--- src/core_trace_pkg.sv ---
package core_trace_pkg;

    // basic widths
    localparam int unsigned INST_WIDTH = 32;
    localparam int unsigned ARCH_WIDTH = 32;
    localparam int unsigned COUNT_WIDTH = 16;
    localparam int unsigned SIZE_WIDTH = 4;
    localparam int unsigned OPC7_WIDTH = 7;

    typedef logic [INST_WIDTH-1:0] inst_width_t;
    typedef logic [ARCH_WIDTH-1:0] arch_width_t;
    typedef logic [COUNT_WIDTH-1:0] count_t;
    typedef logic [SIZE_WIDTH-1:0] size_code_t;
    typedef logic [1:0] dmem_width_t;
    typedef logic [OPC7_WIDTH-1:0] opc7_t;

    // bit 2 of a size code flags a store and bits 1:0 give the width
    localparam int unsigned SIZE_STORE_BIT = 2;
    localparam size_code_t DMEM_SIZE_NA = 4'd8;

    // counters stop at all ones
    localparam count_t COUNT_MAX = '1;

    // addi x0, x0, 0
    localparam inst_width_t NOP_INST = 32'h0000_0013;

    // base opcodes
    localparam opc7_t OPC7_R_TYPE = 7'b011_0011;
    localparam opc7_t OPC7_I_TYPE = 7'b001_0011;
    localparam opc7_t OPC7_LOAD = 7'b000_0011;
    localparam opc7_t OPC7_JALR = 7'b110_0111;
    localparam opc7_t OPC7_SYSTEM = 7'b111_0011;
    localparam opc7_t OPC7_STORE = 7'b010_0011;
    localparam opc7_t OPC7_BRANCH = 7'b110_0011;
    localparam opc7_t OPC7_JAL = 7'b110_1111;
    localparam opc7_t OPC7_LUI = 7'b011_0111;
    localparam opc7_t OPC7_AUIPC = 7'b001_0111;

    typedef enum logic [2:0] {
        FMT_R,
        FMT_I,
        FMT_S,
        FMT_B,
        FMT_J,
        FMT_U,
        FMT_NONE
    } inst_fmt_e;

    typedef enum logic [1:0] {
        IDLE,
        CAPTURE,
        DONE
    } capture_state_e;

    // per-stage side-band of 102 bits
    typedef struct packed {
        inst_width_t inst;
        arch_width_t pc;
        logic branch_inst;
        logic branch_taken;
        arch_width_t dmem_addr;
        size_code_t dmem_size;
    } stage_rec_t;

    // raw execute-stage view from the core
    typedef struct packed {
        inst_width_t inst;
        arch_width_t pc;
        logic branch_inst;
        logic branch_taken;
        logic dmem_valid;
        arch_width_t dmem_addr;
        logic dmem_store;
        dmem_width_t dmem_width;
    } exe_req_t;

    typedef struct packed {
        stage_rec_t stage;
        inst_fmt_e fmt;
        logic is_nop;
    } retire_rec_t;

    typedef struct packed {
        count_t retired;
        count_t branches;
        count_t taken;
        count_t loads;
        count_t stores;
    } counts_t;

endpackage

--- src/capture_fsm.sv ---
`timescale 1ns/1ps

module capture_fsm (
    input logic clk,
    input logic rst,
    input logic start,
    input core_trace_pkg::count_t retired_count,
    input core_trace_pkg::count_t window_len,
    output logic clear,
    output logic capturing,
    output logic done
);

    core_trace_pkg::capture_state_e state;
    core_trace_pkg::capture_state_e state_next;
    logic window_full;

    assign window_full = (retired_count == window_len);

    always_comb begin
        state_next = state;
        unique case (state)
            core_trace_pkg::IDLE: begin
                if (start) state_next = core_trace_pkg::CAPTURE;
            end
            core_trace_pkg::CAPTURE: begin
                // start again restarts the window
                if (start) begin
                    state_next = core_trace_pkg::CAPTURE;
                end else if (window_full) begin
                    state_next = core_trace_pkg::DONE;
                end
            end
            core_trace_pkg::DONE: begin
                if (start) state_next = core_trace_pkg::CAPTURE;
            end
            default: state_next = core_trace_pkg::IDLE;
        endcase
    end

    always_ff @(posedge clk) begin
        if (rst) begin
            state <= core_trace_pkg::IDLE;
        end else begin
            state <= state_next;
        end
    end

    assign clear = start;
    // window closes on hitting the limit one cycle before DONE
    assign capturing = (state == core_trace_pkg::CAPTURE) && !window_full;
    assign done = (state == core_trace_pkg::DONE);

endmodule

--- src/core_trace.sv ---
`timescale 1ns/1ps

module core_trace (
    input logic clk,
    input logic rst,
    input core_trace_pkg::exe_req_t exe,
    input logic stall,
    input logic retired,
    input logic start,
    input core_trace_pkg::count_t window_len,
    output core_trace_pkg::retire_rec_t retire_rec,
    output logic trace_valid,
    output core_trace_pkg::counts_t counts,
    output logic done
);

    core_trace_pkg::stage_rec_t wbk_rec;
    core_trace_pkg::inst_fmt_e wbk_fmt;
    logic wbk_nop;
    logic clear;
    logic capturing;

    stage_tracker u_stage_tracker (
        .clk(clk),
        .rst(rst),
        .exe(exe),
        .stall(stall),
        .wbk_rec(wbk_rec)
    );

    inst_classifier u_inst_classifier (
        .inst(wbk_rec.inst),
        .fmt(wbk_fmt),
        .is_nop(wbk_nop)
    );

    // inst and pc only show up on a retiring cycle
    always_comb begin
        retire_rec.stage = wbk_rec;
        retire_rec.stage.inst = retired ? wbk_rec.inst : '0;
        retire_rec.stage.pc = retired ? wbk_rec.pc : '0;
        retire_rec.fmt = wbk_fmt;
        retire_rec.is_nop = wbk_nop;
    end

    assign trace_valid = retired && capturing;

    trace_counters u_trace_counters (
        .clk(clk),
        .rst(rst),
        .clear(clear),
        .count_en(trace_valid),
        .rec(retire_rec),
        .counts(counts)
    );

    capture_fsm u_capture_fsm (
        .clk(clk),
        .rst(rst),
        .start(start),
        .retired_count(counts.retired),
        .window_len(window_len),
        .clear(clear),
        .capturing(capturing),
        .done(done)
    );

endmodule

--- src/inst_classifier.sv ---
`timescale 1ns/1ps

module inst_classifier (
    input core_trace_pkg::inst_width_t inst,
    output core_trace_pkg::inst_fmt_e fmt,
    output logic is_nop
);

    core_trace_pkg::opc7_t opc;

    assign opc = inst[core_trace_pkg::OPC7_WIDTH-1:0];

    // format from the opcode alone
    always_comb begin
        unique case (opc)
            core_trace_pkg::OPC7_R_TYPE: fmt = core_trace_pkg::FMT_R;
            core_trace_pkg::OPC7_I_TYPE,
            core_trace_pkg::OPC7_LOAD,
            core_trace_pkg::OPC7_JALR,
            core_trace_pkg::OPC7_SYSTEM: fmt = core_trace_pkg::FMT_I;
            core_trace_pkg::OPC7_STORE: fmt = core_trace_pkg::FMT_S;
            core_trace_pkg::OPC7_BRANCH: fmt = core_trace_pkg::FMT_B;
            core_trace_pkg::OPC7_JAL: fmt = core_trace_pkg::FMT_J;
            core_trace_pkg::OPC7_LUI,
            core_trace_pkg::OPC7_AUIPC: fmt = core_trace_pkg::FMT_U;
            // flush word (all zero) lands here too
            default: fmt = core_trace_pkg::FMT_NONE;
        endcase
    end

    // only the canonical encoding counts as a nop
    assign is_nop = (inst == core_trace_pkg::NOP_INST);

endmodule

--- src/stage_tracker.sv ---
`timescale 1ns/1ps

module stage_tracker (
    input logic clk,
    input logic rst,
    input core_trace_pkg::exe_req_t exe,
    input logic stall,
    output core_trace_pkg::stage_rec_t wbk_rec
);

    // empty slot with all fields zero and no memory access
    localparam core_trace_pkg::stage_rec_t BUBBLE = '{
        inst: '0,
        pc: '0,
        branch_inst: 1'b0,
        branch_taken: 1'b0,
        dmem_addr: '0,
        dmem_size: core_trace_pkg::DMEM_SIZE_NA
    };

    core_trace_pkg::stage_rec_t exe_rec;
    core_trace_pkg::stage_rec_t mem_rec;
    logic exe_flush;
    logic mem_flush;

    // execute-stage record from the raw request
    always_comb begin
        exe_rec.inst = exe.inst;
        exe_rec.pc = exe.pc;
        exe_rec.branch_inst = exe.branch_inst;
        // taken only means something for a branch
        exe_rec.branch_taken = exe.branch_taken && exe.branch_inst;
        if (exe.dmem_valid) begin
            exe_rec.dmem_addr = exe.dmem_addr;
            exe_rec.dmem_size = {1'b0, exe.dmem_store, exe.dmem_width};
        end else begin
            exe_rec.dmem_addr = '0;
            exe_rec.dmem_size = core_trace_pkg::DMEM_SIZE_NA;
        end
    end

    // all-zero word marks a flushed slot
    assign exe_flush = (exe.inst == '0);
    assign mem_flush = (mem_rec.inst == '0);

    // execute to memory, held while stalled
    always_ff @(posedge clk) begin
        if (rst) begin
            mem_rec <= BUBBLE;
        end else if (!stall) begin
            if (exe_flush) begin
                mem_rec <= BUBBLE;
            end else begin
                mem_rec <= exe_rec;
            end
        end
    end

    // memory to writeback
    // a stall pushes a bubble into writeback instead of holding
    always_ff @(posedge clk) begin
        if (rst || stall || mem_flush) begin
            wbk_rec <= BUBBLE;
        end else begin
            wbk_rec <= mem_rec;
        end
    end

endmodule

--- src/trace_counters.sv ---
`timescale 1ns/1ps

module trace_counters (
    input logic clk,
    input logic rst,
    input logic clear,
    input logic count_en,
    input core_trace_pkg::retire_rec_t rec,
    output core_trace_pkg::counts_t counts
);

    logic is_access;
    logic is_load;
    logic is_store;

    // add one unless already at the top
    function automatic core_trace_pkg::count_t sat_inc(
        input core_trace_pkg::count_t value,
        input logic hit
    );
        if (hit && (value != core_trace_pkg::COUNT_MAX)) begin
            return value + core_trace_pkg::count_t'(1);
        end
        return value;
    endfunction

    // no-access code has the store bit clear, so exclude it first
    assign is_access = (rec.stage.dmem_size != core_trace_pkg::DMEM_SIZE_NA);
    assign is_store = is_access && rec.stage.dmem_size[core_trace_pkg::SIZE_STORE_BIT];
    assign is_load = is_access && !rec.stage.dmem_size[core_trace_pkg::SIZE_STORE_BIT];

    always_ff @(posedge clk) begin
        if (rst || clear) begin
            counts <= '0;
        end else if (count_en) begin
            counts.retired <= sat_inc(counts.retired, 1'b1);
            counts.branches <= sat_inc(counts.branches, rec.stage.branch_inst);
            counts.taken <= sat_inc(counts.taken, rec.stage.branch_taken);
            counts.loads <= sat_inc(counts.loads, is_load);
            counts.stores <= sat_inc(counts.stores, is_store);
        end
    end

endmodule
--- config.mk ---
export PLATFORM = sky130hd
export DESIGN_NAME = core_trace
export DESIGN_NICKNAME = d
export VERILOG_FILES = /design/src/core_trace_pkg.sv /design/src/capture_fsm.sv /design/src/core_trace.sv /design/src/inst_classifier.sv /design/src/stage_tracker.sv /design/src/trace_counters.sv
export SDC_FILE = /design/constraint.sdc
export NUM_CORES = 1
export LEC_CHECK = 0
export ABC_AREA = 1
export ABC_CLOCK_PERIOD_IN_PS = 2800
export BUFFER_PORTS_ARGS = -buffer_cell sky130_fd_sc_hd__buf_2
export CORE_AREA = 2 2 176 178
export CTS_BUF_LIST = sky130_fd_sc_hd__clkbuf_4
export DETAILED_ROUTE_END_ITERATION = 16
export DIE_AREA = 0 0 178 180
export PLACE_DENSITY = 0.69
export REMOVE_ABC_BUFFERS = 1
export SYNTH_ARGS = -nofsm -noshare
export SYNTH_HDL_FRONTEND = slang
export SYNTH_SLANG_ARGS = --single-unit
--- constraint.sdc ---
create_clock -name clk -period 2.8 [get_ports clk]
set_input_delay 0.42 -clock clk [delete_from_list [all_inputs] [get_ports clk]]
set_output_delay 0.42 -clock clk [all_outputs]
set_load 0.05 [all_outputs]
==> run_results.csv, run 1 <==
group,metric,value,unit
run_status,run_status,"complete, no violations",
worst_setup_path,crit_required,2.38,ns
power_and_ir_drop,power_density,521,nW/um2
timing,setup_violations,0,
worst_setup_path,reg2reg_from,"u_trace_counters.counts[75]$_SDFFE_PP0P_",
worst_setup_path,r2r_setup_slack,0.72,ns
worst_setup_path,cp.arrival,2.19,ns
grt,grt_use_met1,0.291,
grt,grt_max_degree,179,
synthesis,synthAdderAreaFrac,0.00466,
routing,drc,0,
clock_tree,post_cts_buffers,0,
place,place_inst,2603,
floorplan,die-area,32000,um2
final_layout,drive_above_1_share,0.192,
worst_setup_path,startpoint,"u_stage_tracker.wbk_rec[91]$_SDFF_PP0_",
run,max_cap_violations,0,
routing,dr.first_iter.drc_count,875,
clock_tree,clock-root-buffer,"clkbuf_4",
power_and_ir_drop,peakVddDrop,0.463,mV
timing,fin_crit_sh,0.931,
floorplan,die_w,178,um
floorplan,core-area,30200,um2
final_layout,design_area,16900,um2
routing,wl,40300,um
worst_setup_path,worst_setup_path_end_kind,"output port",
place,place_congestion,0.874,
timing,slew_viol_final,0,
place,dp_hpwl,25300,um
final_layout,area_delta_synth_final,25.6,%
power_and_ir_drop,p_leak,8.22,nW
grt,grt_use_met3,0.0827,
clock_tree,clk_path_buf_depth,3,
floorplan,num_rows,64,
clock_tree,cts_tree,"done",
synthesis,synth-seq-cells,286,
clock_tree,insertion_delay,0.72,ns
synthesis,ys_seq_area_frac,0.427,
worst_setup_path,path_class,"register to output port",
synthesis,synth_mux_area_frac,0,
synthesis,syn_area,13400,um2
grt,grt_use_total,0.247,
synthesis,synth_compound_area_frac,0.0847,
clock_tree,clk_pin_slew,0.06,ns
worst_setup_path,crit_path_max_fanout,2,
synthesis,synth_top_family_by_area,"simple AND/OR/NAND/NOR gates",
routing,via_per_inst,5.02,
timing,period_needed,2.61,ns
floorplan,start_util,0.445,
timing,slew-limit-headroom,0.503,
timing,finalWorstSetupSlack,0.193,ns
synthesis,synth_simple_gate_area_share,0.327,
worst_setup_path,crit_path_start_kind,"register",
worst_setup_path,endpoint,"retire_rec[0]",
synthesis,synth_cell_type_count,29,
clock_tree,htree_levels,3,
timing,rsz0062_at_grt,"no",
grt,grt_pass1_wl,65300,um
synthesis,synthXorXnorAreaFrac,0.000653,
place,place_area,14900,um2
place,place_ws,0.630,ns
routing,vias,14200,
final_layout,layout.cells.non_filler,2834,
timing,worstMarginPinSlew,0.746,ns
timing,finalSetupTns,0,ns
grt,first_global_vias,13600,
clock_tree,cts_buffers,78,
routing,routedWlPerCell,14.2,um
routing,first_pass_iters,7,
floorplan,io_pins,311,
timing,hold_ws,0.0538,ns
worst_setup_path,rr_worst_depth,11,
grt,met2_usage,0.407,
grt,antenna_found_initial,4,
grt,grt_overflow,0,
final_layout,nNetsFinal,2512,
timing,finalHoldViolCount,0,
worst_setup_path,r2r_end,"u_trace_counters.counts[65]$_SDFFE_PP0P_",
routing,ant_nets,0,
timing,max_freq,384,MHz
synthesis,syn_inst,2032,
min_path,hold_path_class,"input pin to register",
floorplan,die_h,180,um
place,portBuffers,310,
synthesis,yosysWarnings,0,
synthesis,syn_avg_cell_area,6.61,um2
grt,busiest_layer,"met2",
clock_tree,cts_sinks,286,
timing,finClkSkew,0.0720,ns
cell families (layout without fill, tap and decap cells):
group	after synthesis	in the layout
and+or+nand+nor	1011	1011
AOI/OAI and AO/OA	226	226
adders and majority gates	5	5
buffers and inverters	503	907
DFF	286	286
xor gates and xnor gates	1	1
other	0	2
cell usage in the layout, fill, tap and decap left out, types with 15 or more instances in the layout:
cell             n
nand2_1        434
dlygate4sd3_1   97
clkbuf_4       113
nand4_1         91
buf_2          310
clkinv_1        15
a21oi_1        114
nor3_1         107
o21ai_0        100
inv_1          338
nand3_1        124
nor2_1         228
dfxtp_1        286
registers in the layout, summed over array words and instances, names as in the netlist:
name and cells:
u_capture_fsm.state 2, u_trace_counters.counts 80, u_stage_tracker.wbk_rec 102, u_stage_tracker.mem_rec 102
Yosys cell counts:
cell type | number | area share
a211oi_1 | 1 | 0.00056
a21oi_1 | 114 | 0.043
and3_1 | 1 | 0.00047
buf_1 | 9 | 0.0025
buf_2 | 29 | 0.011
buf_4 | 39 | 0.022
buf_6 | 4 | 0.0034
clkbuf_1 | 70 | 0.020
clkinv_1 | 4 | 0.0011
dfxtp_1 | 286 | 0.43
ha_1 | 5 | 0.0047
inv_1 | 339 | 0.095
inv_2 | 9 | 0.0025
nand2_1 | 436 | 0.12
nand2_2 | 1 | 0.00047
nand3_1 | 124 | 0.046
nand3_2 | 2 | 0.0015
nand3b_1 | 2 | 0.0011
nand4_1 | 91 | 0.042
nor2_1 | 230 | 0.064
nor2_4 | 1 | 0.00084
nor3_1 | 107 | 0.040
nor4_1 | 14 | 0.0065
nor4b_1 | 1 | 0.00065
o21ai_0 | 100 | 0.037
o21ai_1 | 10 | 0.0037
o21ai_2 | 1 | 0.00065
or2_2 | 1 | 0.00047
xnor2_1 | 1 | 0.00065
through the flow:
step,utilization,power (W)
finish,0.558,0.00878
global route,0.558,0.00922
CTS,0.558,0.00886
detailed placement,0.494,0.00509
global placement,0.494,0.00508
floorplan,-,0.00480
metal layers:
layer | vias to the layer above | part of all wire
li1 | 7109 | -
met1 | 6446 | 0.41
met2 | 551 | 0.46
met3 | 104 | 0.091
met4 | 4 | 0.032
met5 | - | 0.00067
cell type report:
type / instances / area, um2
Clock inverter: 19 / 104
Sequential cell: 286 / 5730
Tap cell: 396 / 495
Timing Repair Buffer: 423 / 2730
Multi-Input combinational cell: 1243 / 5630
Antenna cell: 2 / 5.00
Fill cell: 2840 / 13300
Clock buffer: 113 / 848
Inverter: 352 / 1320
worst min path at each step:
stage	from	slack [ns]	to	depth (start not counted)
after global routing	rst	0.03	u_stage_tracker.mem_rec[35]$_SDFFE_PP0N_	2
after CTS	exe[95]	0.003	u_stage_tracker.mem_rec[95]$_SDFFE_PP0N_	3
after detailed placement	u_stage_tracker.mem_rec[17]$_SDFFE_PP0N_	0.42	u_stage_tracker.wbk_rec[17]$_SDFF_PP0_	2
after floorplan	u_stage_tracker.mem_rec[3]$_SDFFE_PP1N_	0.41	u_stage_tracker.wbk_rec[3]$_SDFF_PP1_	2
final	exe[37]	0.05	u_stage_tracker.mem_rec[37]$_SDFFE_PP0N_	3
after global placement	u_stage_tracker.mem_rec[3]$_SDFFE_PP1N_	0.41	u_stage_tracker.wbk_rec[3]$_SDFF_PP1_	2
worst max-delay path, stage by stage, from the launching register on:
cell and delay [ns]:
dfxtp_1 0.32, nor4_1 0.39, nand2_1 0.15, nor4b_1 0.33, buf_2 0.32
report_power, final:
group          switching (W)  internal, W
Clock                0.00178      0.00187
Combinational       0.000526     0.000318
Sequential         0.0000809      0.00421
repair_timing:
action,in CTS,in global routing
gates resized for setup,0,1
endpoints found under the hold margin,96,1
setup endpoints to repair,0,1
hold buffers,96,1
No activity file was read; power rests on OpenSTA's default activity.
==> run 2, diff against run 1 <==
CTS_BUF_LIST = sky130_fd_sc_hd__clkbuf_4 sky130_fd_sc_hd__clkbuf_8   (was sky130_fd_sc_hd__clkbuf_4)
==> run 2 against run 1 <==
Against the previous run: clock power grew 12%; clock skew shrank 0.041 ns; non-clock buffer count shrank 97; routed wire length shrank 6.6%; sequential power is essentially flat; combinational power shrank 15%; clock-buffer cell count shrank 27; critical endpoint is now trace_valid; largest power group unchanged.
==> run_results.csv, run 2 (same netlist as run 1, synthesis figures left out) <==
group,metric,value,unit
floorplan,core-area,30200,um2
clock_tree,htree_levels,2,
floorplan,die_h,180,um
floorplan,die_w,178,um
clock_tree,cts_sinks,286,
worst_setup_path,critPathBufInv,3,
place,place_area,14900,um2
clock_tree,clk_path_buf_depth,3,
floorplan,die-area,32000,um2
clock_tree,clk_pin_slew,0.06,ns
worst_setup_path,cp_cell_sequence,"inv_2 -> nand2_1 -> nand2_1 -> nor2_1 -> nand2_1 -> nor2_1 -> nand2_4 -> nand2_1 -> inv_1 -> buf_2",
timing,slew_viol_final,0,
routing,dr.first_iter.drc_count,865,
timing,finalHoldViolCount,0,
timing,rsz0062_at_grt,"no",
worst_setup_path,path_class,"register to output port",
routing,first_pass_iters,6,
place,place_congestion,0.874,
floorplan,io_pins,311,
min_path,min_from,"exe[52]",
timing,worstMarginPinSlew,0.701,ns
worst_setup_path,worst_setup_path_end_kind,"output port",
timing,fin_crit_sh,0.901,
timing,finalWorstSetupSlack,0.278,ns
power_and_ir_drop,power_density,567,nW/um2
worst_setup_path,crit_path_start_kind,"register",
routing,routedWlPerCell,14.0,um
floorplan,start_util,0.445,
final_layout,nFillCells,3004,
routing,drc,0,
worst_setup_path,path_common_cell,"nand2_1",
grt,first_global_vias,12600,
final_layout,mostFrequentLayoutCell,"nand2_1",
run,max_cap_violations,0,
min_path,hold_path_class,"input pin to register",
power_and_ir_drop,p_leak,7.83,nW
final_layout,drive_above_1_share,0.191,
worst_setup_path,critPathSlowestCell,"dfxtp_1",
grt,grt_pass1_wl,61600,um
clock_tree,cts-resized-gates,0,
run_status,run_status,"complete, no violations",
worst_setup_path,crit_required,2.38,ns
place,place_ws,0.630,ns
clock_tree,clock-root-buffer,"clkbuf_8",
timing,period_needed,2.52,ns
timing,finClkSkew,0.0307,ns
routing,ant_nets,0,
worst_setup_path,startpoint,"u_trace_counters.counts[72]$_SDFFE_PP0P_",
power_and_ir_drop,peakVddDrop,0.425,mV
routing,wl,37700,um
final_layout,design_area,16000,um2
final_layout,final_core_util,0.531,
clock_tree,post_cts_buffers,0,
timing,slew-limit-headroom,0.532,
grt,grt_max_degree,179,
worst_setup_path,cp.arrival,2.10,ns
worst_setup_path,crit_path_max_fanout,7,
place,dp_hpwl,25300,um
final_layout,area_delta_synth_final,19.5,%
floorplan,num_rows,64,
clock_tree,hold_buffers,0,
final_layout,final_cell_mix,"nand2_1, inv_1, buf_2",
place,portBuffers,310,
grt,grt_use_total,0.232,
routing,vias,13500,
timing,max_freq,397,MHz
clock_tree,cts_tree,"done",
timing,setup_violations,0,
clock_tree,insertion_delay,0.58,ns
grt,grt_overflow,0,
routing,via_per_inst,4.99,
clock_tree,cts_buffers,51,
final_layout,nNetsFinal,2388,
worst_setup_path,reg2reg_from,"u_trace_counters.counts[64]$_SDFFE_PP0P_",
worst_setup_path,cp_top_family,"simple AND/OR/NAND/NOR gates",
final_layout,reg.largest.list,"u_stage_tracker.mem_rec x102, u_stage_tracker.wbk_rec x102, u_trace_counters.counts x80",
worst_setup_path,critical-path-max-stage-delay,0.45,ns
grt,antenna_found_initial,6,
-- run 2: cell count changes in the layout (fill, tap and decap cells not counted), sizes merged --
| cell | previous run | this run |
|---|---|---|
| clkinv | 20 | 10 |
| clkbuf | 113 | 86 |
| dlygate4sd3 | 97 | 0 |
| inv | 351 | 349 |
-- run 2: worst min-delay path: stages --
cell and delay (ns):
buf_2 0.09, nand2_1 0.05, a21oi_1 0.05
-- run 2: metrics by stage --
step	TNS, ns	hold WS, ns	power, W	cells
after global routing	0	0.0666	0.00948	2697
final	0	0.0816	0.00910	2698
after CTS	0	0.0439	0.00919	2696
after detailed placement	0	0.420	0.00509	2603
after floorplan	-471.68	0.406	0.00480	1881
after global placement	0	0.415	0.00508	2603
-- run 2: worst paths after layout --
path                                               to  slack [ns]  cells past startpoint
max                                       trace_valid        0.28                     10
min          u_stage_tracker.mem_rec[52]$_SDFFE_PP0N_        0.08                      3
max reg2reg  u_trace_counters.counts[65]$_SDFFE_PP0P_        0.74                     10
min reg2reg    u_stage_tracker.wbk_rec[55]$_SDFF_PP0_        0.42                      2
-- run 2: power by group --
group	internal, W	switching, W
logic	0.000229	0.000488
registers	0.00421	0.0000769
clock network	0.00236	0.00173
-- run 2: layout make-up --
| cell class | count | area, um2 | share of cell area |
|---|---|---|---|
| clock inverter | 7 | 56.3 | 0.00351 |
| timing repair buffer | 326 | 1760 | 0.110 |
| multi-input combinational | 1243 | 5620 | 0.351 |
| sequential | 286 | 5730 | 0.357 |
| clock buffer | 86 | 1050 | 0.0652 |
| inverter | 352 | 1320 | 0.0826 |
| antenna | 2 | 5.00 | 0.000312 |
| tap | 396 | 495 | 0.0309 |
-- run 2: per-layer routing --
| layer | routed length [um] | GRT usage | vias to the layer above |
|---|---|---|---|
| met3 | 3600 | 0.0730 | 88 |
| met5 | 33 | 0 | - |
| li1 | - | - | 6818 |
| met2 | 17200 | 0.378 | 473 |
| met4 | 1150 | 0.0836 | 6 |
| met1 | 15700 | 0.285 | 6077 |
==> run 3, diff against run 2 <==
BUFFER_PORTS_ARGS = unset   (was -buffer_cell sky130_fd_sc_hd__buf_2)
DONT_BUFFER_PORTS = 1   (was unset)
PLACE_DENSITY = 0.6   (was 0.69)
==> run 3 against run 2 <==
Against the previous run: sequential power grew 0.9%; sequential share of layout area shrank 0.61 points; worst setup slack lost 0.095 ns; via count shrank 2.7%; routed wire length grew 1.0%; global-route usage shrank 0.23 points; first-iteration DRC count grew 11%; cell area grew 1.8%; sequential cell count is the same; power shrank 1.5%.
==> run_results.csv, run 3 (same netlist as run 1, synthesis figures left out) <==
group,metric,value,unit
run_status,run_status,"complete, no violations",
timing,setup_violations,0,
grt,grt_overflow,0,
place,dp_hpwl,24000,um
min_path,min_from,"exe[79]",
power_and_ir_drop,power,0.00896,W
final_layout,diodes,0,
power_and_ir_drop,peakVddDrop,0.492,mV
final_layout,final_cell_mix,"nand2_1, inv_1, dfxtp_1",
grt,grt_max_degree,179,
clock_tree,clock-root-buffer,"clkbuf_8",
routing,vias,13100,
final_layout,mostFrequentLayoutCell,"nand2_1",
place,place_inst,2382,
min_path,hold_path_class,"input pin to register",
routing,drc,0,
worst_setup_path,crit_required,2.38,ns
final_layout,layout.cells.non_filler,2587,
routing,top_layer,"met4",
final_layout,area_delta_synth_final,21.6,%
power_and_ir_drop,p_leak,7.23,nW
worst_setup_path,reg2reg_from,"u_trace_counters.counts[79]$_SDFFE_PP0P_",
floorplan,start_util,0.445,
routing,met1_length,15800,um
place,place_congestion,0.931,
timing,max_freq,382,MHz
worst_setup_path,r2r_end,"u_trace_counters.counts[66]$_SDFFE_PP0P_",
worst_setup_path,crit_path_start_kind,"register",
floorplan,die_h,180,um
grt,grt_pass1_wl,60800,um
routing,routedWlPerCell,14.7,um
worst_setup_path,worst_setup_path_end_kind,"output port",
worst_setup_path,startpoint,"u_trace_counters.counts[77]$_SDFFE_PP0P_",
worst_setup_path,crit_path_max_fanout,8,
clock_tree,cts_buffers,49,
routing,dr.first_iter.drc_count,961,
floorplan,die-area,32000,um2
grt,first_global_vias,12500,
clock_tree,htree_levels,2,
worst_setup_path,r2r_setup_slack,0.66,ns
min_path,min_to,"u_stage_tracker.mem_rec[79]$_SDFFE_PP0N_",
place,place_area,14000,um2
timing,slew-limit-headroom,0.383,
routing,wl,38000,um
min_path,hold_depth,2,
clock_tree,cts_tree,"done",
timing,fin_crit_sh,0.935,
clock_tree,clk_path_buf_depth,3,
place,portBuffers,0,
timing,rsz0062_at_grt,"no",
grt,antenna_found_initial,0,
routing,ant_nets,0,
power_and_ir_drop,power_density,549,nW/um2
final_layout,reg.largest.list,"u_stage_tracker.mem_rec x102, u_stage_tracker.wbk_rec x102, u_trace_counters.counts x80",
worst_setup_path,rr_worst_depth,13,
clock_tree,clk_pin_slew,0.06,ns
routing,routed-wl-met3,3160,um
floorplan,die_w,178,um
clock_tree,cts_sinks,286,
run,max_cap_violations,0,
timing,finClkSkew,0.0366,ns
timing,finalHoldViolCount,0,
final_layout,nNetsFinal,2289,
worst_setup_path,path_class,"register to output port",
floorplan,io_pins,311,
grt,grt_use_total,0.229,
timing,worstMarginPinSlew,0.925,ns
floorplan,num_rows,64,
timing,period_needed,2.62,ns
final_layout,nFillCells,2881,
routing,via_per_inst,5.06,
worst_setup_path,cp.arrival,2.20,ns
floorplan,core-area,30200,um2
final_layout,drive_above_1_share,0.101,
routing,dr_wl_met2,18100,um
timing,slew_viol_final,0,
routing,first_pass_iters,5,
clock_tree,insertion_delay,0.57,ns
final_layout,design_area,16300,um2
## run 3: cell count changes in the layout (fill, tap and decap cells not counted), sizes merged
cell | before | now
buf | 326 | 109
dlygate4sd3 | 0 | 119
clkbuf | 86 | 77
clkinv | 10 | 5
diode | 2 | 0
bufinv | 0 | 1
clkinvlp | 0 | 1
nand2 | 437 | 438
## run 3: report_power, final
part	total [W]	leakage (nW)	internal [W]	switching, W
Sequential	0.00433	2.34	0.00421	0.000120
Clock	0.00394	0.544	0.00227	0.00167
Combinational	0.000688	4.34	0.000264	0.000423
Total	0.00896	7.23	0.00674	0.00222
## run 3: critical path, stage by stage, from the launching register on
cell and delay (ns):
dfxtp_1 0.44, inv_1 0.10, nand2_1 0.07, nand2_1 0.04, nor2_1 0.11, nand2_1 0.08, nor2_2 0.26, nand2_4 0.14
nand2_2 0.15, clkinvlp_4 0.27
## run 3: per-layer routing
layer  vias up  GRT usage
met5         -          0
li1       6603          -
met2       391      0.398
met3        83     0.0687
met4         0     0.0787
met1      6022      0.266
## run 3: what timing repair did
action | in CTS | in global routing
endpoints found under the hold margin | 87 | 0
buffers inserted | 0 | 4
gates cloned | 1 | 0
pin swaps | 1 | 0
endpoints found under the setup margin | 2 | 2
hold buffers | 119 | 0
gates resized for setup | 5 | 5
## run 3: layout make-up
class                   instances  area (um2)  area share
clock buffers                  77         966      0.0592
clock inverters                 4        60.1     0.00368
inverters                     352        1330      0.0813
multi-input cells            1244        5660       0.347
flip-flops and latches        286        5730       0.351
well taps                     396         495      0.0304
repair buffers                228        2080       0.128
## run 3: worst max path at each step
stage	to	slack [ns]	cells after the start
after global routing	retire_rec[2]	0.02	8
after CTS	trace_valid	0.001	9
after detailed placement	retire_rec[2]	0.38	8
after global placement	retire_rec[2]	0.48	8
after floorplan	u_stage_tracker.wbk_rec[0]$_SDFF_PP0_	-3.20	3
final	trace_valid	0.18	9
## run 3: through the flow
step	TNS (ns)	hold WS, ns	worst slack, ns	utilization
floorplan	-471.68	0.406	-3.20	-
global placement	0	0.417	0.483	0.465
detailed placement	0	0.421	0.380	0.465
CTS	0	0.00104	0.00140	0.539
global route	0	0.00792	0.0190	0.541
finish	0	0.0337	0.183	0.541
